$ cat config.mk
export PLATFORM = sky130hd
export DESIGN_NAME = image_loader
export DESIGN_NICKNAME = d
export VERILOG_FILES = /design/src/verilog/pyramid_pkg.sv /design/src/verilog/image_loader.sv
export VERILOG_INCLUDE_DIRS = /design/src /design/src/include
export SDC_FILE = /design/constraint.sdc
export NUM_CORES = 1
export LEC_CHECK = 0
export BUFFER_PORTS_ARGS = -buffer_cell sky130_fd_sc_hd__buf_2
export CAP_MARGIN = 15
export CORE_MARGIN = 4
export CORE_UTILIZATION = 45
export DETAILED_ROUTE_END_ITERATION = 16
export PLACE_DENSITY_LB_ADDON = 0.08
export SLEW_MARGIN = 0
export SYNTH_ARGS = -nofsm -noshare
export SYNTH_HDL_FRONTEND = slang
export SYNTH_SLANG_ARGS = --single-unit
$ cat constraint.sdc
create_clock -name clk_in -period 4 [get_ports clk_in]
set_input_delay 0.6 -clock clk_in [delete_from_list [all_inputs] [get_ports clk_in]]
set_output_delay 0.6 -clock clk_in [all_outputs]
set_load 0.05 [all_outputs]
$ cat src/include/pyramid_consts.svh
`ifndef PYRAMID_CONSTS_SVH
`define PYRAMID_CONSTS_SVH

// Greyscale pixel width
`define PIX_BITS 8

// Octave-1 image size, octave 2 is half of it in each direction
`define IMG_WIDTH 16
`define IMG_HEIGHT 16
`define ADDR_BITS 8

// Source memory read latency in cycles
`define EXT_LATENCY 2

// Kernel weights sum to 16 for blur, 4 for the 2x2 average
`define BLUR_SHIFT 4
`define HALVE_SHIFT 2

`endif

$ cat src/verilog/pyramid_pkg.sv
`default_nettype none
`include "pyramid_consts.svh"

package pyramid_pkg;

    // Sequencer passes, one per pyramid level
    typedef enum logic [2:0] {IDLE, LOAD, BLUR1, HALVE, BLUR2} seq_state_t;

    // Shared kernel engine operation
    typedef enum logic {OP_BLUR, OP_HALVE} kernel_op_t;

    // Output level tag, in write order
    typedef enum logic [1:0] {O1L1, O1L2, O2L1, O2L2} level_t;

    // One pixel write into a frame
    typedef struct packed {
        logic                  valid;
        logic [`ADDR_BITS-1:0] addr;
        logic [`PIX_BITS-1:0]  pixel;
    } pix_write_t;

    // One pixel read request
    typedef struct packed {
        logic                  en;
        logic [`ADDR_BITS-1:0] addr;
    } pix_read_t;

    // Tagged write on the output port
    typedef struct packed {
        pix_write_t wr;
        level_t     level;
    } level_write_t;

endpackage

`default_nettype wire

$ cat src/verilog/image_loader.sv
`default_nettype none
`include "pyramid_consts.svh"

module image_loader (
    input wire clk_in,
    input wire rst_in,
    input wire load_start,
    output pyramid_pkg::pix_read_t ext_rd,
    input wire [`PIX_BITS-1:0] ext_pixel,
    output pyramid_pkg::pix_write_t load_wr
);

    // Request tracking across the memory latency
    logic [`EXT_LATENCY-1:0] vld_pipe;
    logic [`ADDR_BITS-1:0] addr_pipe [`EXT_LATENCY];

    // One read per cycle, row-major sweep of the whole frame
    always_ff @(posedge clk_in) begin
        if (rst_in) begin
            ext_rd <= '0;
        end else if (load_start) begin
            ext_rd.en <= 1'b1;
            ext_rd.addr <= '0;
        end else if (ext_rd.en) begin
            // Stop after the bottom-right pixel
            if (ext_rd.addr == `ADDR_BITS'(`IMG_WIDTH * `IMG_HEIGHT - 1)) begin
                ext_rd.en <= 1'b0;
            end else begin
                ext_rd.addr <= ext_rd.addr + 1'b1;
            end
        end
    end

    always_ff @(posedge clk_in) begin
        if (rst_in) begin
            vld_pipe <= '0;
        end else begin
            vld_pipe <= {vld_pipe[`EXT_LATENCY-2:0], ext_rd.en};
        end
    end

    // Address travels alongside its valid bit
    always_ff @(posedge clk_in) begin
        addr_pipe[0] <= ext_rd.addr;
        for (int i = 1; i < `EXT_LATENCY; i++) begin
            addr_pipe[i] <= addr_pipe[i-1];
        end
    end

    // Returning pixel paired with the address it was read from
    always_comb begin
        load_wr.valid = vld_pipe[`EXT_LATENCY-1];
        load_wr.addr = addr_pipe[`EXT_LATENCY-1];
        load_wr.pixel = ext_pixel;
    end

endmodule

`default_nettype wire

==> metrics.txt <==
status=completed; placed insts=roughly 120; register area share after synthesis=a little under three fifths; hold_sp=addr_pipe[0][6]$_DFF_P_; maximum VDD drop=~0.24 mV; TritonCTS clock tree=done; vias per cell=just under 5; Slew headroom=approximately two thirds; Mapped Avg Cell Area=around 11 µm²; Post-synth ARST share=0%; port bufs=20; total grt overflow=0; final worst path period need=around 1.8 ns; Seq. cell area=about 540 µm²; largest net degree at the start of global routing=16; HPWL Detailed=approximately 1100 µm; most frequent cells in the layout=dfxtp_1 (27), buf_2 (20), nand2_1 (7), a21oi_1 (5); Synth cell types=27; Critical R2R Capture=ext_rd[6]$_SDFFE_PP0P_; DRT antenna net count=0; Max Freq=between 500 and 600 MHz; worst path required time=about 3.4 ns; # rows=16; CTS root buf=clkbuf_4; fin cells=120; vias in the first global route=about 550; sequence of cells on the critical path=buf_2; R2R Path Start=ext_rd[0]$_SDFFE_PP0P_; Layout Nets=about 110; delay-heaviest family, CP=flip-flops; worst endpoint data arrival time=around 1.2 ns; CP Class=register to output pin; P&R area growth vs syn=3.02%; Hold/Removal Path Class=register to register; top_reg_cell synth=dfxtp_1; Mapped Nets=99; slowest CP cell=dfxtp_1; Seq cells post-synth=27; layout cells sized above 1=29.0%; Starting Density=between 40% and 50%; unrepaired setup endpoints after global routing=false; Final GP Congestion=0.802; post-CTS setup buffer count=0; n_diodes=0; Worst Path Max Fanout=9; Mapped Cells=87; final setup vio count=0; FF-to-FF path depth=4; # clock sinks=27; CTS Buf Count=3; Hold Buf Count CTS=0; routed vias=about 600; Tot GR Track Use=between 10% and 20%; DRT Pass-1 Iters=4; post-CTS sizing=0; number of synthesized flops with an enable pin=0; clock skew=approximately 0.0086 ns; Synth Warn #=0; leakage=between 0.0004 and 0.0005 µW; WP buf/inv=1; initial antenna violation count=0; Bufs on Longest Clock Path=2; CP endpoint kind=output pin; Area after DPL=approximately 950 µm²; core area=slightly below 0.002 mm²; num ports=37; hold_ws=0.342 ns; residual DRC count=0; hold depth=0; crit start category=register; Clock Latency Late Sink=between 0.3 and 0.4 ns; Max Slew Vio Count=0; Die Ht=roughly 54 µm; Iter 0 DRT Violations=2; area of the die=about 0.0029 mm²; most common cell after layout, fill and taps aside=dfxtp_1; htree depth=1; Netlist Area Pre-Place=about 950 µm²; final wirelength=~1500 µm; clock transition at the registers of the reported paths=0.14 ns; Die X=approximately 54 µm; first-pass GRT wire length=roughly 2300 µm; final worst path period share=roughly 44%; R2R setup slack=2.44 ns; CP peak stage delay=around 0.50 ns; final hold vios=0; maxcap violations=0; DR WL/cell=12.4 µm; Setup Total Neg Slack=0 ns; Power Dens Cells=roughly 420 mW/mm²; fillers=~200; area of the multi-input gates=around 280 µm²; final instance area=approximately 980 µm²; Slew @ Worst Pin=0.493 ns; Worst Hold Endpoint=addr_pipe[0][14]$_DFF_P_
-- per-layer routing --
metal  part of all wire [%]  track usage (%)  vias up  wire length, µm
met3                    7.2             2.77       11              106
met5                      0                0        -                0
met4                    4.0             9.13        0               59
met1                     45             13.5      260              661
met2                     44             16.7       27              654
li1                       -                -      299                -
-- cell families (layout without fill, tap and decap cells) --
logic type	count (synthesis)	in the layout	share of synthesized area, %
simple gates	25	25	15.6
mux	3	3	3.15
flops	27	27	56.7
fa+ha+maj	1	1	1.31
buf+inv	19	25	14.3
compound gates	12	12	8.92
-- registers in the layout (all words and copies together) (netlist names) --
| signal | cells |
|---|---|
| addr_pipe | 16 |
| ext_rd | 9 |
| vld_pipe | 2 |
-- stage by stage --
step | util (%) | power, µW | setup WS [ns]
2_1_floorplan | - | 317 | 2.15
3_3_place_gp | 48.2 | 300 | 2.50
3_5_place_dp | 48.2 | 300 | 2.46
4_1_cts | 49.6 | 413 | 2.25
5_1_grt | 49.6 | 424 | 2.17
6_report | 49.6 | 409 | 2.25
-- layout make-up --
type / count / share of cell area, %
Sequential cell: 27 / 55.0
Multi-Input combinational cell: 41 / 28.2
Timing Repair Buffer: 20 / 10.2
Tap cell: 27 / 3.44
Clock buffer: 3 / 2.29
Clock inverter: 1 / 0.510
Inverter: 1 / 0.382
-- worst max path at each step --
| stage | from | slack [ns] | depth (start not counted) | to |
|---|---|---|---|---|
| after global placement | ext_rd[0]$_SDFFE_PP0P_ | 2.50 | 4 | ext_rd[6]$_SDFFE_PP0P_ |
| after global routing | ext_rd[2]$_SDFFE_PP0P_ | 2.17 | 1 | ext_rd[2] |
| after CTS | ext_rd[2]$_SDFFE_PP0P_ | 2.25 | 1 | ext_rd[2] |
| final | ext_rd[2]$_SDFFE_PP0P_ | 2.25 | 1 | ext_rd[2] |
| after floorplan | ext_rd[0]$_SDFFE_PP0P_ | 2.15 | 4 | ext_rd[6]$_SDFFE_PP0P_ |
| after detailed placement | ext_rd[0]$_SDFFE_PP0P_ | 2.46 | 4 | ext_rd[6]$_SDFFE_PP0P_ |
-- synth_stat cells (2+ instances only) --
cell     instances  area [µm²]
nor2b_1          2        12.5
buf_4           17         128
nand4_1          3        18.8
nand2_1          7        26.3
or3_1            2        12.5
and3_1           2        12.5
and4_1           2        17.5
dfxtp_1         27         541
a21oi_1          5        25.0
mux2i_1          3        30.0
-- worst reg2reg max path, delay by kind of cell, from the launching register on --
| kind | cells | cell delay (ns) |
|---|---|---|
| adder cells (fa/ha/maj) | 1 | 0.27 |
| AND/OR/NAND/NOR | 3 | 0.75 |
| flip-flops | 1 | 0.45 |
-- report_power, final --
group / internal, µW / switching [µW]
Clock: 37.5 / 77.5
Combinational: 5.49 / 13.6
Sequential: 272 / 2.63
Note: power is estimated with default switching activity, not from simulation.
