File: src/include/pyramid_consts.svh
`ifndef PYRAMID_CONSTS_SVH
`define PYRAMID_CONSTS_SVH

// Greyscale pixel width
`define PIX_BITS 8

// Octave-1 image size, octave 2 is half of it in each direction
`define IMG_WIDTH 16
`define IMG_HEIGHT 16
`define ADDR_BITS 8

// Source memory read latency in cycles
`define EXT_LATENCY 2

// Kernel weights sum to 16 for blur, 4 for the 2x2 average
`define BLUR_SHIFT 4
`define HALVE_SHIFT 2

`endif

File: src/verilog/pyramid_pkg.sv
`default_nettype none
`include "pyramid_consts.svh"

package pyramid_pkg;

    // Sequencer passes, one per pyramid level
    typedef enum logic [2:0] {IDLE, LOAD, BLUR1, HALVE, BLUR2} seq_state_t;

    // Shared kernel engine operation
    typedef enum logic {OP_BLUR, OP_HALVE} kernel_op_t;

    // Output level tag, in write order
    typedef enum logic [1:0] {O1L1, O1L2, O2L1, O2L2} level_t;

    // One pixel write into a frame
    typedef struct packed {
        logic                  valid;
        logic [`ADDR_BITS-1:0] addr;
        logic [`PIX_BITS-1:0]  pixel;
    } pix_write_t;

    // One pixel read request
    typedef struct packed {
        logic                  en;
        logic [`ADDR_BITS-1:0] addr;
    } pix_read_t;

    // Tagged write on the output port
    typedef struct packed {
        pix_write_t wr;
        level_t     level;
    } level_write_t;

endpackage

`default_nettype wire

File: src/verilog/pyramid_sequencer.sv
`default_nettype none

module pyramid_sequencer (
    input wire clk_in,
    input wire rst_in,
    input wire start,
    input wire level_done,
    output logic load_start,
    output logic engine_start,
    output pyramid_pkg::kernel_op_t engine_op,
    output logic octave,
    output logic src_sel,
    output pyramid_pkg::level_t level,
    output logic pyramid_done
);

    pyramid_pkg::seq_state_t state;

    // Pass order, each pass ends on level_done from the writer
    always_ff @(posedge clk_in) begin
        if (rst_in) begin
            state <= pyramid_pkg::IDLE;
            load_start <= 1'b0;
            engine_start <= 1'b0;
            pyramid_done <= 1'b0;
        end else begin
            // Pulses last a single cycle
            load_start <= 1'b0;
            engine_start <= 1'b0;
            pyramid_done <= 1'b0;
            case (state)
                pyramid_pkg::IDLE: begin
                    // start is only seen here, busy runs ignore it
                    if (start) begin
                        state <= pyramid_pkg::LOAD;
                        load_start <= 1'b1;
                    end
                end
                pyramid_pkg::LOAD: begin
                    if (level_done) begin
                        state <= pyramid_pkg::BLUR1;
                        engine_start <= 1'b1;
                    end
                end
                pyramid_pkg::BLUR1: begin
                    if (level_done) begin
                        state <= pyramid_pkg::HALVE;
                        engine_start <= 1'b1;
                    end
                end
                pyramid_pkg::HALVE: begin
                    if (level_done) begin
                        state <= pyramid_pkg::BLUR2;
                        engine_start <= 1'b1;
                    end
                end
                pyramid_pkg::BLUR2: begin
                    // Last level written, whole pyramid done
                    if (level_done) begin
                        state <= pyramid_pkg::IDLE;
                        pyramid_done <= 1'b1;
                    end
                end
                default: begin
                    state <= pyramid_pkg::IDLE;
                end
            endcase
        end
    end

    // Pass settings, steady for the whole pass
    always_comb begin
        engine_op = pyramid_pkg::OP_BLUR;
        octave = 1'b0;
        src_sel = 1'b1;
        level = pyramid_pkg::O1L1;
        case (state)
            pyramid_pkg::BLUR1: begin
                src_sel = 1'b0;
                level = pyramid_pkg::O1L2;
            end
            pyramid_pkg::HALVE: begin
                engine_op = pyramid_pkg::OP_HALVE;
                level = pyramid_pkg::O2L1;
            end
            pyramid_pkg::BLUR2: begin
                // Blur now runs on the small frame
                octave = 1'b1;
                src_sel = 1'b0;
                level = pyramid_pkg::O2L2;
            end
            default: begin
                // IDLE and LOAD fill buffer A
                src_sel = 1'b1;
            end
        endcase
    end

endmodule

`default_nettype wire

File: config.mk
export PLATFORM = sky130hd
export DESIGN_NAME = pyramid_sequencer
export DESIGN_NICKNAME = d
export VERILOG_FILES = /design/src/verilog/pyramid_pkg.sv /design/src/verilog/pyramid_sequencer.sv
export VERILOG_INCLUDE_DIRS = /design/src /design/src/include
export SDC_FILE = /design/constraint.sdc
export NUM_CORES = 1
export LEC_CHECK = 0
export ABC_AREA = 0
export BUFFER_PORTS_ARGS = -buffer_cell sky130_fd_sc_hd__buf_4
export CELL_PAD_IN_SITES_DETAIL_PLACEMENT = 1
export CELL_PAD_IN_SITES_GLOBAL_PLACEMENT = 1
export CORE_AREA = 4 4 41 43
export DETAILED_ROUTE_END_ITERATION = 8
export DIE_AREA = 0 0 45 47
export PLACE_DENSITY = 0.61
export RECOVER_POWER = 50
export SLEW_MARGIN = 5
export SYNTH_ARGS = -nofsm -noshare
export SYNTH_HDL_FRONTEND = slang
export SYNTH_SLANG_ARGS = --single-unit
export TNS_END_PERCENT = 5
File: constraint.sdc
create_clock -name clk_in -period 1.7 [get_ports clk_in]
set_clock_uncertainty 0.1 [all_clocks]
set_input_delay 0.34 -clock clk_in [delete_from_list [all_inputs] [get_ports clk_in]]
set_output_delay 0.34 -clock clk_in [all_outputs]
set_load 0.005 [all_outputs]
==> metrics.txt <==
top_reg_cell synth=dfxtp_1; wirelength, routed=739 um; Largest stage delay, worst path=360 ps; Vias/cell=4.68; crit path max fanout=9; global routing's busiest layer=met2; total gr overflow=0; Max clock buf depth=2; final setup violation count=0; Post-Syn Nets=33; initial antenna violation count=0; die width=45 um; YS warnings=0; CTS Root Cell=clkbuf_4; first-pass GRT wire length=1370 um; maximum clock rate=0.641 GHz; required time of the critical path=1260 ps; power density cells=846 nW/um^2; IO Count=12; top cells by area, synth=dfxtp_1, a21oi_1, a21o_1, nand2b_1, mux2_2; fin crit share=0.918; layout cells sized above 1=0.476; Pleak=0.185 nW; Cells after Synth=29; adder-cell share of the synthesized area=0; H-Tree Depth=1; number of global-route vias before repair=320; TritonCTS buffer count=3; largest net degree at the start of global routing=13; fraction of registers with async set/reset=0; PortBufs=11; count leader, synth=dfxtp_1; Simple-Gate Fraction of Synth Area=0.330; post-synthesis register bit count=6; Final HPWL DP=558 um; CTS Sinks=6; worst vdd ir=309 uV; Synth Cell Area=277 um^2; DRT iter0 DRCs=4; Worst Hold Class=in -> reg; diodes inserted=0; Netlist cell types=18; worst-margin pin slew=263 ps; post-layout util=0.308; P&R area growth vs syn=44.8%; XOR/XNOR Fraction of Synth Area=0; Total GRT Usage=0.0940; max cap viols=0; max-slew violation count=0; Rows=13; number of flops mapped to enable cells by yosys=0; Avg Synthesized Cell Area=9.54 um^2; Initial Utilization=0.212; Worst Setup Start Kind=flip-flop; Setup TNS=0 ps; top cell family by delay on the critical path=flip-flops; Fillers=169; post-synth top area share=0.434; Compound-Gate Fraction of Synth Area=0.181; CTS tree=yes; routed len/inst=13.0 um; status=finished clean; Fin. Hold Viols=0; first-pass iteration count of the detailed router=2; drt drc=0; critical path cell sequence=nand2b_1 > a21o_1 > buf_4; Reg clk slew, reported paths=40 ps; post-synthesis cell type with the largest combined area=dfxtp_1; Clock Latency Late Sink=240 ps; slowest cell on the critical path=dfxtp_2; Via Count=267; leading cell types by count after synthesis=dfxtp_1, a21oi_1, nor2_1; Final min period=1560 ps; mux cell area share after synthesis=0.0407; met3 usage=0.0307; die area=2120 um^2; Slew headroom=0.822; final net count=48; met1 usage in global routing=0.0864; die height=47 um; RSZ-0062 raised after global routing=no; post-CTS setup buffer count=0; critical path type=reg -> out; Worst EP arrival=1120 ps; met2 Use GR=0.164; gp weighted congestion=0.756; Post-CTS Hold Fix Bufs=0; CP Capture Type=output pin; DRT antenna net count=0; core area=1300 um^2; sequential element share of the synthesized area=0.434; Worst Path Buf+Inv=1; largest family of logic cells by synthesized area=simple AND/OR/NAND/NOR gates
## worst reg2reg max path: stages, from the launching register on
cell and delay (ps):
dfxtp_2 380, or4b_1 530, a21oi_1 160
## routing by layer
| metal | routed length (um) | share of wire |
|---|---|---|
| met1 | 305 | 0.41 |
| met2 | 376 | 0.51 |
| met3 | 54 | 0.073 |
| met4 | 4 | 0.0054 |
| met5 | 0 | 0 |
## final cells by class
class                           instances  area [um^2]  area share
Multi-Input combinational cell         22          153       0.381
Sequential cell                         6          124       0.309
Timing Repair Buffer                   11         82.6       0.206
Clock buffer                            3         22.5      0.0562
Tap cell                               15         18.8      0.0469
## worst paths after layout
kind / startpoint / slack, ps / to / depth (start not counted)
setup / recovery: state[1] / 140 / src_sel / 3
hold reg to reg: state[1] / 460 / state[2] / 2
setup reg to reg: state[0] / 450 / state[2] / 2
hold / removal: rst_in / 180 / state[2] / 2
## cell usage in the layout (no fill, tap or decap)
cell type / Yosys / final
and3b_1: 1 / 1
or2_2: 1 / 1
a21bo_2: 1 / 1
nor2_1: 3 / 3
clkbuf_4: 0 / 6
nand4b_1: 1 / 1
nor3b_1: 1 / 1
nand2_1: 1 / 1
nand2b_1: 2 / 2
a21o_1: 2 / 2
nor4b_1: 1 / 1
dfxtp_2: 0 / 3
buf_4: 0 / 8
or4b_1: 1 / 1
a21oi_1: 3 / 3
o211a_1: 1 / 1
dfxtp_1: 6 / 3
nand3b_1: 1 / 1
and3_1: 1 / 1
mux2_2: 1 / 1
## per-stage QoR
stage / total power, mW / instances / setup WS [ps] / hold WS, ps / instance area, um^2
after detailed placement: 0.210 / 54 / 274 / 435 / 374
after global placement: 0.207 / 54 / 340 / 435 / 374
after global routing: 0.361 / 57 / 61.1 / 188 / 400
after floorplan: 0.184 / 29 / 391 / 309 / 277
final: 0.339 / 57 / 139 / 180 / 400
after CTS: 0.346 / 57 / 67.0 / 177 / 398
## power breakdown
part           switching (mW)  internal (mW)
clock network          0.0513         0.0798
logic                  0.0179         0.0277
registers              0.0123          0.150
## timing repair
action / 4_1_cts / 5_1_grt
pin swaps: 0 / 0
gates resized for setup: 1 / 2
gates cloned: 0 / 0
endpoints found under the hold margin: 0 / 0
endpoints found under the setup margin: 1 / 3
## state kept, by name (all words and copies together) (netlist names)
name and flops:
state 3, load_start 1, engine_start 1, pyramid_done 1
## kinds of logic (layout without fill, tap and decap cells)
group,Yosys count,after routing
compound gates,7,7
mux,1,1
buf+inv,1,14
simple gates,14,14
flops,6,6
(Power assumes the default switching activity.)
