[src/include/pyramid_consts.svh]
`ifndef PYRAMID_CONSTS_SVH
`define PYRAMID_CONSTS_SVH

// Greyscale pixel width
`define PIX_BITS 8

// Octave-1 image size, octave 2 is half of it in each direction
`define IMG_WIDTH 16
`define IMG_HEIGHT 16
`define ADDR_BITS 8

// Source memory read latency in cycles
`define EXT_LATENCY 2

// Kernel weights sum to 16 for blur, 4 for the 2x2 average
`define BLUR_SHIFT 4
`define HALVE_SHIFT 2

`endif

[src/verilog/pyramid_pkg.sv]
`default_nettype none
`include "pyramid_consts.svh"

package pyramid_pkg;

    // Sequencer passes, one per pyramid level
    typedef enum logic [2:0] {IDLE, LOAD, BLUR1, HALVE, BLUR2} seq_state_t;

    // Shared kernel engine operation
    typedef enum logic {OP_BLUR, OP_HALVE} kernel_op_t;

    // Output level tag, in write order
    typedef enum logic [1:0] {O1L1, O1L2, O2L1, O2L2} level_t;

    // One pixel write into a frame
    typedef struct packed {
        logic                  valid;
        logic [`ADDR_BITS-1:0] addr;
        logic [`PIX_BITS-1:0]  pixel;
    } pix_write_t;

    // One pixel read request
    typedef struct packed {
        logic                  en;
        logic [`ADDR_BITS-1:0] addr;
    } pix_read_t;

    // Tagged write on the output port
    typedef struct packed {
        pix_write_t wr;
        level_t     level;
    } level_write_t;

endpackage

`default_nettype wire

[src/verilog/frame_ram.sv]
`default_nettype none
`include "pyramid_consts.svh"

module frame_ram (
    input wire clk_in,
    input wire pyramid_pkg::pix_write_t wr,
    input wire pyramid_pkg::pix_read_t rd,
    output logic [`PIX_BITS-1:0] rd_pixel
);

    // One full octave-1 frame
    logic [`PIX_BITS-1:0] mem [1 << `ADDR_BITS];

    always_ff @(posedge clk_in) begin
        if (wr.valid) begin
            mem[wr.addr] <= wr.pixel;
        end
        // Registered read, data a cycle after the request
        if (rd.en) begin
            rd_pixel <= mem[rd.addr];
        end
    end

endmodule

`default_nettype wire

[src/verilog/frame_buffers.sv]
`default_nettype none
`include "pyramid_consts.svh"

module frame_buffers (
    input wire clk_in,
    input wire src_sel,
    input wire pyramid_pkg::pix_write_t buf_wr,
    input wire pyramid_pkg::pix_read_t buf_rd,
    output logic [`PIX_BITS-1:0] buf_pixel
);

    pyramid_pkg::pix_write_t wr_a;
    pyramid_pkg::pix_write_t wr_b;
    pyramid_pkg::pix_read_t rd_a;
    pyramid_pkg::pix_read_t rd_b;
    logic [`PIX_BITS-1:0] pix_a;
    logic [`PIX_BITS-1:0] pix_b;
    logic sel_q;

    // src_sel 0 reads A and writes B, 1 the other way round
    always_comb begin
        wr_a = buf_wr;
        wr_b = buf_wr;
        wr_a.valid = buf_wr.valid && src_sel;
        wr_b.valid = buf_wr.valid && !src_sel;
        rd_a = buf_rd;
        rd_b = buf_rd;
        rd_a.en = buf_rd.en && !src_sel;
        rd_b.en = buf_rd.en && src_sel;
    end

    frame_ram u_ram_a (
        .clk_in(clk_in),
        .wr(wr_a),
        .rd(rd_a),
        .rd_pixel(pix_a)
    );

    frame_ram u_ram_b (
        .clk_in(clk_in),
        .wr(wr_b),
        .rd(rd_b),
        .rd_pixel(pix_b)
    );

    // Read data comes back a cycle late, so steer it with the delayed select
    always_ff @(posedge clk_in) begin
        sel_q <= src_sel;
    end

    assign buf_pixel = sel_q ? pix_b : pix_a;

endmodule

`default_nettype wire

[config.mk]
export PLATFORM = sky130hd
export DESIGN_NAME = frame_buffers
export DESIGN_NICKNAME = d
export VERILOG_FILES = /design/src/verilog/pyramid_pkg.sv /design/src/verilog/frame_ram.sv /design/src/verilog/frame_buffers.sv
export VERILOG_INCLUDE_DIRS = /design/src /design/src/include
export SDC_FILE = /design/constraint.sdc
export NUM_CORES = 2
export LEC_CHECK = 0
export BUFFER_PORTS_ARGS = -buffer_cell sky130_fd_sc_hd__buf_2
export CORE_MARGIN = 3
export CORE_UTILIZATION = 30
export CTS_CLUSTER_DIAMETER = 80
export DETAILED_ROUTE_END_ITERATION = 7
export GPL_TIMING_DRIVEN = 0
export MAX_ROUTING_LAYER = met4
export PLACE_DENSITY = 0.44
export SLEW_MARGIN = 40
export SYNTH_ARGS = -nofsm -noshare
export SYNTH_HDL_FRONTEND = slang
export SYNTH_SLANG_ARGS = --single-unit
[constraint.sdc]
create_clock -name clk_in -period 3.9 [get_ports clk_in]
set_clock_uncertainty 0.2 [all_clocks]
set_input_delay 0.195 -clock clk_in [delete_from_list [all_inputs] [get_ports clk_in]]
set_output_delay 0.195 -clock clk_in [all_outputs]
set_load 0.02 [all_outputs]
==> metrics.md <==
| Metric | Value |
|---|---|
| PwrDens | `approximately 510 nW/µm²` |
| Worst slack, placed | `-2.04 ns` |
| Die Height | `approximately 740 µm` |
| Synth unique cells | `71` |
| Worst path max stage delay | `0.58 ns` |
| Ys flop type | `edfxtp_1` |
| Layout Cell Area excl Fill | `191000 µm²` |
| Commonest cells in the netlist | `edfxtp_1, mux4_2, nor2_1` |
| Largest net degree at the start of global routing | `between 100 and 150` |
| Synth Cell Area | `about 160000 µm²` |
| Critical path data arrival time | `4.88 ns` |
| Starting DRT DRC Count | `between 10000 and 15000` |
| Critical path class | `in2reg` |
| Global-route wire length before repair | `about 900000 µm` |
| Pleak | `about 59 nW` |
| Placed cell areas | `around 180000 µm²` |
| Status | `finished with violations` |
| Sequential share of power | `between 40 and 50%` |
| Fin worst setup slack | `-0.264 ns` |
| Layout cells sized above 1 | `31.5%` |
| Slew HR | `35.2%` |
| Final ANT Viol Nets | `0` |
| Maxcap violations | `0` |
| Detailed placement HPWL | `500000 µm` |
| Initial antenna violation count | `76` |
| Syn Nets | `7711` |
| Total CTS buffers | `448` |
| Area delta synth->final | `18.7%` |
| Most frequent cell after synthesis | `edfxtp_1` |
| Clock latency on the worst-skew pair | `between 1 and 1.5 ns` |
| Maximum VDD drop | `0.385 mV` |
| Setup Viol. Count Final | `14` |
| Slowest cell on crit path | `buf_2` |
| Max clock buf depth | `4` |
| Hold Path Class | `in2reg` |
| Seq/Total Area, Yosys | `approximately 77%` |
| Total chip power | `~0.098 W` |
| Residual DRC count | `0` |
| Routed wire length | `slightly above 700000 µm` |
| Crit. End Element | `flip-flop` |
| Sw frac | `24.1%` |
| Asr flop ratio synth | `0%` |
| Yosys warning count | `0` |
| Clk slew on worst S/H paths | `roughly 0.060 ns` |
| Via density | `between 5 and 6` |
| H-Tree Depth | `5` |
| DIE WIDTH | `about 740 µm` |
| Die ar. | `~540000 µm²` |
| Max FO, Critical Path | `11` |
| Top-area cell type share of the netlist area | `76.9%` |
| Clock root cell | `clkbuf_16` |
| Initial core utilization | `about 30%` |
| Crit path required time | `4.62 ns` |
| Core Util, Final | `35.8%` |
| CTS Sinks | `around 4000` |
| Worst setup SP type | `input pin` |
| RePlAce Congestion | `0.995` |
| Post-synth EDFFs | `roughly 4100` |
| Count of final hold-check violations | `0` |
| Core Rows | `roughly 270` |
| Area leader, netlist | `edfxtp_1` |
| Worst Path Buf+Inv | `6` |
| Seq cells post-synth | `about 4100` |
| Internal Pwr Total | `roughly 0.074 W` |
| Nets | `about 8400` |
| RSZ-0062 raised after global routing | `no` |
| Slew Viols, Final | `0` |
| Clock share of power | `43.2%` |
| Final Cycle Share | `107%` |
| NetSw | `0.0237 W` |
| Routed vias | `between 90000 and 100k` |
| Core area | `around 530000 µm²` |
| Comb pwr share | `around 7%` |
| Synthesized instance count | `between 7000 and 8000` |
| Synth area leaders | `edfxtp_1, mux4_2, mux2i_1` |
| Total congestion overflow | `0` |
| Number of global-route vias before repair | `a little under 90000` |
| IO Count | `36` |
| Violated checks | `setup timing` |
| Top delay family on crit path | `buffers and inverters` |
| PortBufs | `33` |
| Mean Syn Cell Area | `approximately 21 µm²` |
| Worst-Margin Slew | `0.971 ns` |
| Critical Path, Cell by Cell | `buf_2 > buf_4 > buf_2 > buf_6 > buf_6 > buf_4 > mux4_2 > nor3_1 > o21ai_0 > nand4_1 > nor2_1 > and3_1` |
| Total GRT Usage | `26.1%` |
| Routed length per instance | `about 44 µm` |
| DRT Pass-1 Iters | `8` |
| Fin crit period | `roughly 4.2 ns` |
| Max Fclk | `around 0.24 GHz` |
| CTS tree | `yes` |
timing repair:
action,4_1_cts,5_1_grt
buffers inserted,0,0
gates resized for setup,48,8
hold buffers,33,0
setup endpoints to repair,16,6
pin swaps,1,0
hold endpoints to repair,2763,0
layout by cell type (no fill, tap or decap), types with 102 or more instances in the layout:
cell / instances
nor3_1: 116
nand2_1: 158
clkinv_1: 102
edfxtp_1: 4112
nor2_2: 465
o22ai_1: 122
clkbuf_2: 107
clkbuf_1: 160
clkbuf_16: 449
buf_2: 105
mux2i_1: 407
nor2_1: 144
mux4_2: 876
metrics by stage:
stage	cells	hold slack, ns	setup TNS, ns
global route	15800	0.0591	0
finish	15800	0.0743	-1.64
global placement	14700	0.449	-
CTS	15800	0.00168	-0.00577
detailed placement	14900	0.422	-46.32
floorplan	7683	0.0227	0
layout make-up:
type / instances / area (µm²)
diodes: 52 / 130
plain buffers: 482 / 3480
clock buffers: 551 / 11600
clock inverters: 279 / 2760
fillers: 49200 / 342000
inverters: 5 / 25.0
multi-input cells: 3081 / 35800
flip-flops and latches: 4113 / 123000
well taps: 7020 / 8780
repair buffers: 237 / 4660
cells by family after synthesis:
| kind of cell | Yosys count | synth area share, % |
|---|---|---|
| compound gates | 630 | 2.88 |
| buf+inv | 489 | 1.85 |
| simple gates | 1074 | 2.91 |
| flops | 4113 | 76.9 |
| mux | 1377 | 15.5 |
metal layers:
metal,GRT usage [%],wire (µm),vias to the layer above
met2,38.6,315000,5748
met3,7.20,77400,1288
met4,11.5,37900,0
met1,33.6,274000,49600
met5,-,0,-
li1,-,-,33700
worst reg2reg max path, delay by kind of cell (launching register included):
family	cells	cell delay, ns
AOI/OAI and AO/OA	2	0.87
muxes	2	1.08
and+or+nand+nor	2	0.93
DFF	1	0.36
worst paths after layout:
path / cells after the start / startpoint / endpoint / slack [ns]
setup reg to reg: 6 / u_ram_b.mem[191][7] / u_ram_b.rd_pixel[7] / 0.23
hold reg to reg: 4 / u_ram_a.mem[6][1] / u_ram_a.rd_pixel[1] / 0.91
hold / removal: 2 / buf_wr[3] / u_ram_b.mem[102][3] / 0.07
setup / recovery: 12 / buf_rd[1] / u_ram_b.rd_pixel[7] / -0.26
flip-flops by register name, summed over array words and instances (netlist names):
signal,count
u_ram_b.rd_pixel,8
u_ram_a.mem,2048
u_ram_b.mem,2048
sel_q,1
u_ram_a.rd_pixel,8
power groups by stage:
stage               Sequential (W)  Combinational, W  Clock, W
floorplan                   0.0497           0.00240         0
global placement            0.0501           0.00625         0
detailed placement          0.0496           0.00681         0
CTS                         0.0487           0.00690    0.0427
global route                0.0487           0.00701    0.0445
finish                      0.0487           0.00706    0.0424
No activity file was read; power rests on OpenSTA's default activity.
