--- src/include/pyramid_consts.svh ---
`ifndef PYRAMID_CONSTS_SVH
`define PYRAMID_CONSTS_SVH

// Greyscale pixel width
`define PIX_BITS 8

// Octave-1 image size, octave 2 is half of it in each direction
`define IMG_WIDTH 16
`define IMG_HEIGHT 16
`define ADDR_BITS 8

// Source memory read latency in cycles
`define EXT_LATENCY 2

// Kernel weights sum to 16 for blur, 4 for the 2x2 average
`define BLUR_SHIFT 4
`define HALVE_SHIFT 2

`endif

--- src/verilog/pyramid_pkg.sv ---
`default_nettype none
`include "pyramid_consts.svh"

package pyramid_pkg;

    // Sequencer passes, one per pyramid level
    typedef enum logic [2:0] {IDLE, LOAD, BLUR1, HALVE, BLUR2} seq_state_t;

    // Shared kernel engine operation
    typedef enum logic {OP_BLUR, OP_HALVE} kernel_op_t;

    // Output level tag, in write order
    typedef enum logic [1:0] {O1L1, O1L2, O2L1, O2L2} level_t;

    // One pixel write into a frame
    typedef struct packed {
        logic                  valid;
        logic [`ADDR_BITS-1:0] addr;
        logic [`PIX_BITS-1:0]  pixel;
    } pix_write_t;

    // One pixel read request
    typedef struct packed {
        logic                  en;
        logic [`ADDR_BITS-1:0] addr;
    } pix_read_t;

    // Tagged write on the output port
    typedef struct packed {
        pix_write_t wr;
        level_t     level;
    } level_write_t;

endpackage

`default_nettype wire

--- src/verilog/kernel_engine.sv ---
`default_nettype none
`include "pyramid_consts.svh"

module kernel_engine (
    input wire clk_in,
    input wire rst_in,
    input wire engine_start,
    input wire pyramid_pkg::kernel_op_t engine_op,
    input wire octave,
    output pyramid_pkg::pix_read_t buf_rd,
    input wire [`PIX_BITS-1:0] buf_pixel,
    output pyramid_pkg::pix_write_t engine_wr
);

    logic busy;
    logic [`ADDR_BITS-1:0] ox;
    logic [`ADDR_BITS-1:0] oy;
    logic [1:0] tx;
    logic [1:0] ty;
    logic [1:0] tap_end;
    logic [`ADDR_BITS-1:0] src_w;
    logic [`ADDR_BITS-1:0] src_h;
    logic [`ADDR_BITS-1:0] out_w;
    logic [`ADDR_BITS-1:0] out_h;
    logic [`ADDR_BITS-1:0] cx;
    logic [`ADDR_BITS-1:0] cy;
    logic [`ADDR_BITS-1:0] sx;
    logic [`ADDR_BITS-1:0] sy;
    // Tap info delayed to line up with the RAM data
    logic d_vld;
    logic d_first;
    logic d_last;
    logic [1:0] d_wsh;
    logic [`ADDR_BITS-1:0] d_out_addr;
    logic [`PIX_BITS+`BLUR_SHIFT-1:0] acc;
    logic [`PIX_BITS+`BLUR_SHIFT-1:0] sum;
    logic [`PIX_BITS+`BLUR_SHIFT-1:0] sum_shr;

    // Octave picks the source frame, halving quarters it
    assign src_w = octave ? `ADDR_BITS'(`IMG_WIDTH / 2) : `ADDR_BITS'(`IMG_WIDTH);
    assign src_h = octave ? `ADDR_BITS'(`IMG_HEIGHT / 2) : `ADDR_BITS'(`IMG_HEIGHT);
    assign out_w = (engine_op == pyramid_pkg::OP_HALVE) ? (src_w >> 1) : src_w;
    assign out_h = (engine_op == pyramid_pkg::OP_HALVE) ? (src_h >> 1) : src_h;
    // 3x3 window or 2x2 block
    assign tap_end = (engine_op == pyramid_pkg::OP_HALVE) ? 2'd1 : 2'd2;

    // Output walk, taps innermost
    always_ff @(posedge clk_in) begin
        if (rst_in) begin
            busy <= 1'b0;
            ox <= '0;
            oy <= '0;
            tx <= '0;
            ty <= '0;
        end else if (engine_start) begin
            busy <= 1'b1;
            ox <= '0;
            oy <= '0;
            tx <= '0;
            ty <= '0;
        end else if (busy) begin
            if (tx != tap_end) begin
                tx <= tx + 1'b1;
            end else begin
                tx <= '0;
                if (ty != tap_end) begin
                    ty <= ty + 1'b1;
                end else begin
                    ty <= '0;
                    if (ox != out_w - 1'b1) begin
                        ox <= ox + 1'b1;
                    end else begin
                        ox <= '0;
                        if (oy != out_h - 1'b1) begin
                            oy <= oy + 1'b1;
                        end else begin
                            busy <= 1'b0;
                        end
                    end
                end
            end
        end
    end

    // Source coordinate of the current tap
    always_comb begin
        // Blur taps sit one left and one up of the counters
        cx = ox + `ADDR_BITS'(tx);
        cy = oy + `ADDR_BITS'(ty);
        if (engine_op == pyramid_pkg::OP_HALVE) begin
            sx = (ox << 1) + `ADDR_BITS'(tx);
            sy = (oy << 1) + `ADDR_BITS'(ty);
        end else begin
            // Clamp to the frame edge
            sx = (cx == '0) ? '0 : ((cx > src_w) ? src_w - 1'b1 : cx - 1'b1);
            sy = (cy == '0) ? '0 : ((cy > src_h) ? src_h - 1'b1 : cy - 1'b1);
        end
    end

    always_comb begin
        buf_rd.en = busy;
        buf_rd.addr = sy * src_w + sx;
    end

    always_ff @(posedge clk_in) begin
        if (rst_in) begin
            d_vld <= 1'b0;
        end else begin
            d_vld <= busy;
        end
        d_first <= (tx == 2'd0) && (ty == 2'd0);
        d_last <= (tx == tap_end) && (ty == tap_end);
        // Weight 1, 2 or 4 as a shift, centre row and column double it
        if (engine_op == pyramid_pkg::OP_HALVE) begin
            d_wsh <= 2'd0;
        end else begin
            d_wsh <= 2'(tx == 2'd1) + 2'(ty == 2'd1);
        end
        d_out_addr <= oy * out_w + ox;
    end

    // First tap restarts the sum
    assign sum = (d_first ? '0 : acc) + ({{`BLUR_SHIFT{1'b0}}, buf_pixel} << d_wsh);
    assign sum_shr = sum >> ((engine_op == pyramid_pkg::OP_HALVE) ? `HALVE_SHIFT : `BLUR_SHIFT);

    always_ff @(posedge clk_in) begin
        if (d_vld) begin
            acc <= sum;
        end
    end

    // Write one cycle after the last tap's data
    always_ff @(posedge clk_in) begin
        if (rst_in) begin
            engine_wr.valid <= 1'b0;
        end else begin
            engine_wr.valid <= d_vld && d_last;
        end
        if (d_vld && d_last) begin
            engine_wr.addr <= d_out_addr;
            engine_wr.pixel <= sum_shr[`PIX_BITS-1:0];
        end
    end

endmodule

`default_nettype wire

--- config.mk ---
export PLATFORM = sky130hd
export DESIGN_NAME = kernel_engine
export DESIGN_NICKNAME = d
export VERILOG_FILES = /design/src/verilog/pyramid_pkg.sv /design/src/verilog/kernel_engine.sv
export VERILOG_INCLUDE_DIRS = /design/src /design/src/include
export SDC_FILE = /design/constraint.sdc
export NUM_CORES = 1
export LEC_CHECK = 0
export BUFFER_PORTS_ARGS = -buffer_cell sky130_fd_sc_hd__buf_2
export CAP_MARGIN = 20
export CORE_ASPECT_RATIO = 1.2
export CORE_UTILIZATION = 60
export CTS_CLUSTER_SIZE = 28
export DETAILED_ROUTE_END_ITERATION = 8
export PLACE_DENSITY = 0.76
export SETUP_SLACK_MARGIN = 0.2
export SYNTH_ARGS = -nofsm -noshare
export SYNTH_HDL_FRONTEND = slang
export SYNTH_SLANG_ARGS = --single-unit
--- constraint.sdc ---
create_clock -name clk_in -period 6 [get_ports clk_in]
set_input_delay 0.6 -clock clk_in [delete_from_list [all_inputs] [get_ports clk_in]]
set_output_delay 0.6 -clock clk_in [all_outputs]
set_load 0.01 [all_outputs]
==> flow_metrics.tcl <==
set metrics [dict create \
    hold_class "reg -> reg" \
    setup-tns-final_ns 0 \
    final_core_util_pct 68.4 \
    initial_core_util_pct 62.6 \
    startpoint_type "register" \
    drv_slew 0 \
    tritoncts "yes" \
    hold_viol_final 0 \
    critPathKind "reg -> out" \
    cts_max_level 3 \
    via_per_inst 5.86 \
    diodes 0 \
    rsz0062_at_grt "false" \
    instances_no_fill 652 \
    antenna_found_initial 0 \
    worstPathArrival_ns 4.87 \
    ys_seq_area_share_pct 31.6 \
    fin_ws_ns 0.525 \
    synth-main-ff-cell "dfxtp_1" \
    cts_root_buf "clkbuf_8" \
    syn_area_per_cell_um2 9.27 \
    vias 3818 \
    register_area_um2 1550 \
    drive_gt1_share_pct 14.8 \
    violations "DRC" \
    wl_per_cell_um 15.3 \
    status "finished with violations" \
    routed_wl_um 9960 \
    synth_area_um2 4880 \
    peakVddDrop_v 0.0000897 \
    finalCritPeriodShare_pct 91.2 \
    gp_congestion 0.911 \
    clk_latency_ns 0.35 \
    synth.distinct_cells 58 \
    period_minus_slack_ns 5.47 \
    async_flop_share_pct 0 \
    die_area_um2 8500 \
    coreArea_um2 7790 \
    p_total_uw 942 \
    fmax_mhz 183 \
    holdPathStages 0 \
    slew_headroom_pct 46.3 \
    track_usage_pct 25.1 \
    numCtsBuffers 9 \
    worstMarginPinSlew_ns 0.806 \
    hold_slack_ns 0.411 \
    rr_startpoint "oy[3]" \
    post-route-drc-count 10 \
    setup_violations 0 \
    r2r_cells 9 \
    first_pass_iters 6 \
    final_area_um2 5330 \
    crit_fanout 8 \
    syn_to_final_growth_pct 9.28 \
    grt_pass1_wl_um 16900 \
    portBuffers 38 \
    first_global_vias 3710 \
    die_x_um 84.3 \
    ant_nets 0 \
    worstReg2RegEnd "d_out_addr[7]" \
    cap_violations 0 \
    multi_input_area_um2 3170 \
    fillers 638 \
    clock-sinks 63 \
    grt_overflow 0 \
    rows 35 \
    rrSetupSlack_ns 2.79 \
    power_density_nw_per_um2 177 \
    dp_worst_setup_slack_ns 0.644 \
    clk_pin_slew_ns 0.08 \
    p_leak_nw 2.29 \
    cp_data_required_time_ns 5.40 \
    cts_buffer_depth 2 \
    place_area_um2 5100 \
    skew_ns 0.00960 \
    hp-start "d_out_addr[0]" \
    initialDrtViolationCount 237 \
    whs_endpoint "engine_wr[8]" \
    io_pins 39 \
    grt_max_degree 31 \
    die_y_um 101 \
    synth-edff-count 28 \
    postSynthCellCount 526 \
    final_nets 635 \
    critPathCaptureType "primary output" \
    yosys_register_bits 63 \
    dp_cells 636 \
    ys.warnings.count 0 \
    dp_hpwl_um 7560 \
]
area by class of cell:
type / count / share of cell area, %
sequential: 63 / 29.1
multi-input combinational: 415 / 59.5
timing repair buffer: 38 / 3.57
tap: 92 / 2.16
clock inverter: 6 / 1.31
inverter: 28 / 1.97
clock buffer: 10 / 2.39
critical path, cell delays in order, from the launching register on:
cell and delay [ns]:
dfxtp_1 0.51, ha_1 0.31, a21oi_2 0.26, nor2b_1 0.10, xnor2_1 0.17, ha_1 0.31
nand3_1 0.07, o22ai_1 0.14, and2_1 0.30, nand3_1 0.10, o21ai_0 0.13, fa_1 0.48
ha_1 0.31, ha_1 0.15, inv_1 0.05, fa_1 0.37, xor2_1 0.16, xnor2_1 0.17
xnor2_1 0.16, xnor2_1 0.14, buf_2 0.15
worst max-delay path by stage:
stage	slack, ns	endpoint	cells past startpoint	start
final	0.53	buf_rd[7]	20	tx[1]
after global routing	0.20	buf_rd[7]	20	tx[1]
after CTS	0.27	buf_rd[7]	20	oy[1]
after detailed placement	0.64	buf_rd[7]	20	oy[1]
after global placement	0.86	buf_rd[7]	21	oy[1]
after floorplan	1.12	buf_rd[7]	20	oy[1]
state kept, by name, summed over array words and instances, names as in the netlist, 2 cells and up:
name	cells
d_wsh	2
ty	2
engine_wr	17
ox	8
d_out_addr	8
tx	2
oy	8
acc	12
synthesized netlist by cell type, types with 3 or more instances:
| master | instances | area share [%] |
|---|---|---|
| nor4_1 | 4 | 0.51 |
| xor2_1 | 23 | 4.1 |
| mux2_2 | 9 | 2.1 |
| xnor2_1 | 30 | 5.4 |
| nor3b_1 | 3 | 0.46 |
| nor3_1 | 11 | 1.1 |
| inv_1 | 27 | 2.1 |
| o21ai_0 | 19 | 1.9 |
| and3_1 | 6 | 0.77 |
| fa_1 | 13 | 5.3 |
| or2_2 | 4 | 0.51 |
| a21oi_1 | 32 | 3.3 |
| nand2_1 | 40 | 3.1 |
| a211oi_1 | 3 | 0.46 |
| or3_1 | 6 | 0.77 |
| o31ai_1 | 5 | 0.77 |
| nand3_1 | 17 | 1.7 |
| a22o_1 | 3 | 0.54 |
| dfxtp_1 | 35 | 14 |
| nand4_1 | 6 | 0.77 |
| mux2i_1 | 13 | 2.7 |
| o22ai_1 | 6 | 0.77 |
| clkbuf_1 | 15 | 1.2 |
| edfxtp_1 | 28 | 17 |
| ha_1 | 54 | 14 |
| nor2_1 | 32 | 2.5 |
| a21o_1 | 4 | 0.62 |
| and2_1 | 17 | 2.2 |
| buf_1 | 3 | 0.23 |
| nor2b_1 | 20 | 2.6 |
| nand2b_1 | 4 | 0.51 |
| o21a_1 | 3 | 0.46 |
what timing repair did:
item / 4_1_cts / 5_1_grt
resized for setup: 0 / 13
setup buffers: 0 / 0
hold endpoints to repair: 0 / 0
hold buffers: 0 / 0
endpoints found under the setup margin: 0 / 1
cells by family (layout without fill, tap and decap cells):
| logic type | Yosys count | in the layout | synth area share [%] |
|---|---|---|---|
| flops | 63 | 63 | 31.6 |
| fa+ha+maj | 67 | 67 | 19.2 |
| simple gates | 179 | 179 | 19.2 |
| mux | 22 | 22 | 4.74 |
| other cells | 1 | 2 | 0.0769 |
| compound gates | 92 | 92 | 11.8 |
| buf+inv | 49 | 82 | 3.90 |
| xor+xnor | 53 | 53 | 9.52 |
cells in the final DEF (no fill, tap or decap), types with 13 or more instances in the layout:
cell type and instances:
nor2_1 32, nand2_1 40, edfxtp_1 28, xnor2_1 30, o21ai_0 18, dfxtp_1 28
buf_2 38, mux2i_1 13, and2_1 17, nand3_1 17, nor2b_1 20, ha_1 54
a21oi_1 31, xor2_1 22, inv_1 27
report_power, final:
part	total [mW]	internal, mW	switching [mW]
logic	0.111	0.0488	0.0618
clock network	0.368	0.195	0.174
registers	0.462	0.456	0.00685
total	0.942	0.699	0.242
routing by layer:
metal	global-route usage, %	up-vias	wire length (µm)
met5	0	-	0
met4	11.1	0	249
met3	5.00	23	323
met2	46.3	75	5350
met1	28.1	1811	4040
li1	-	1909	-
Note: power is estimated with default switching activity, not from simulation.
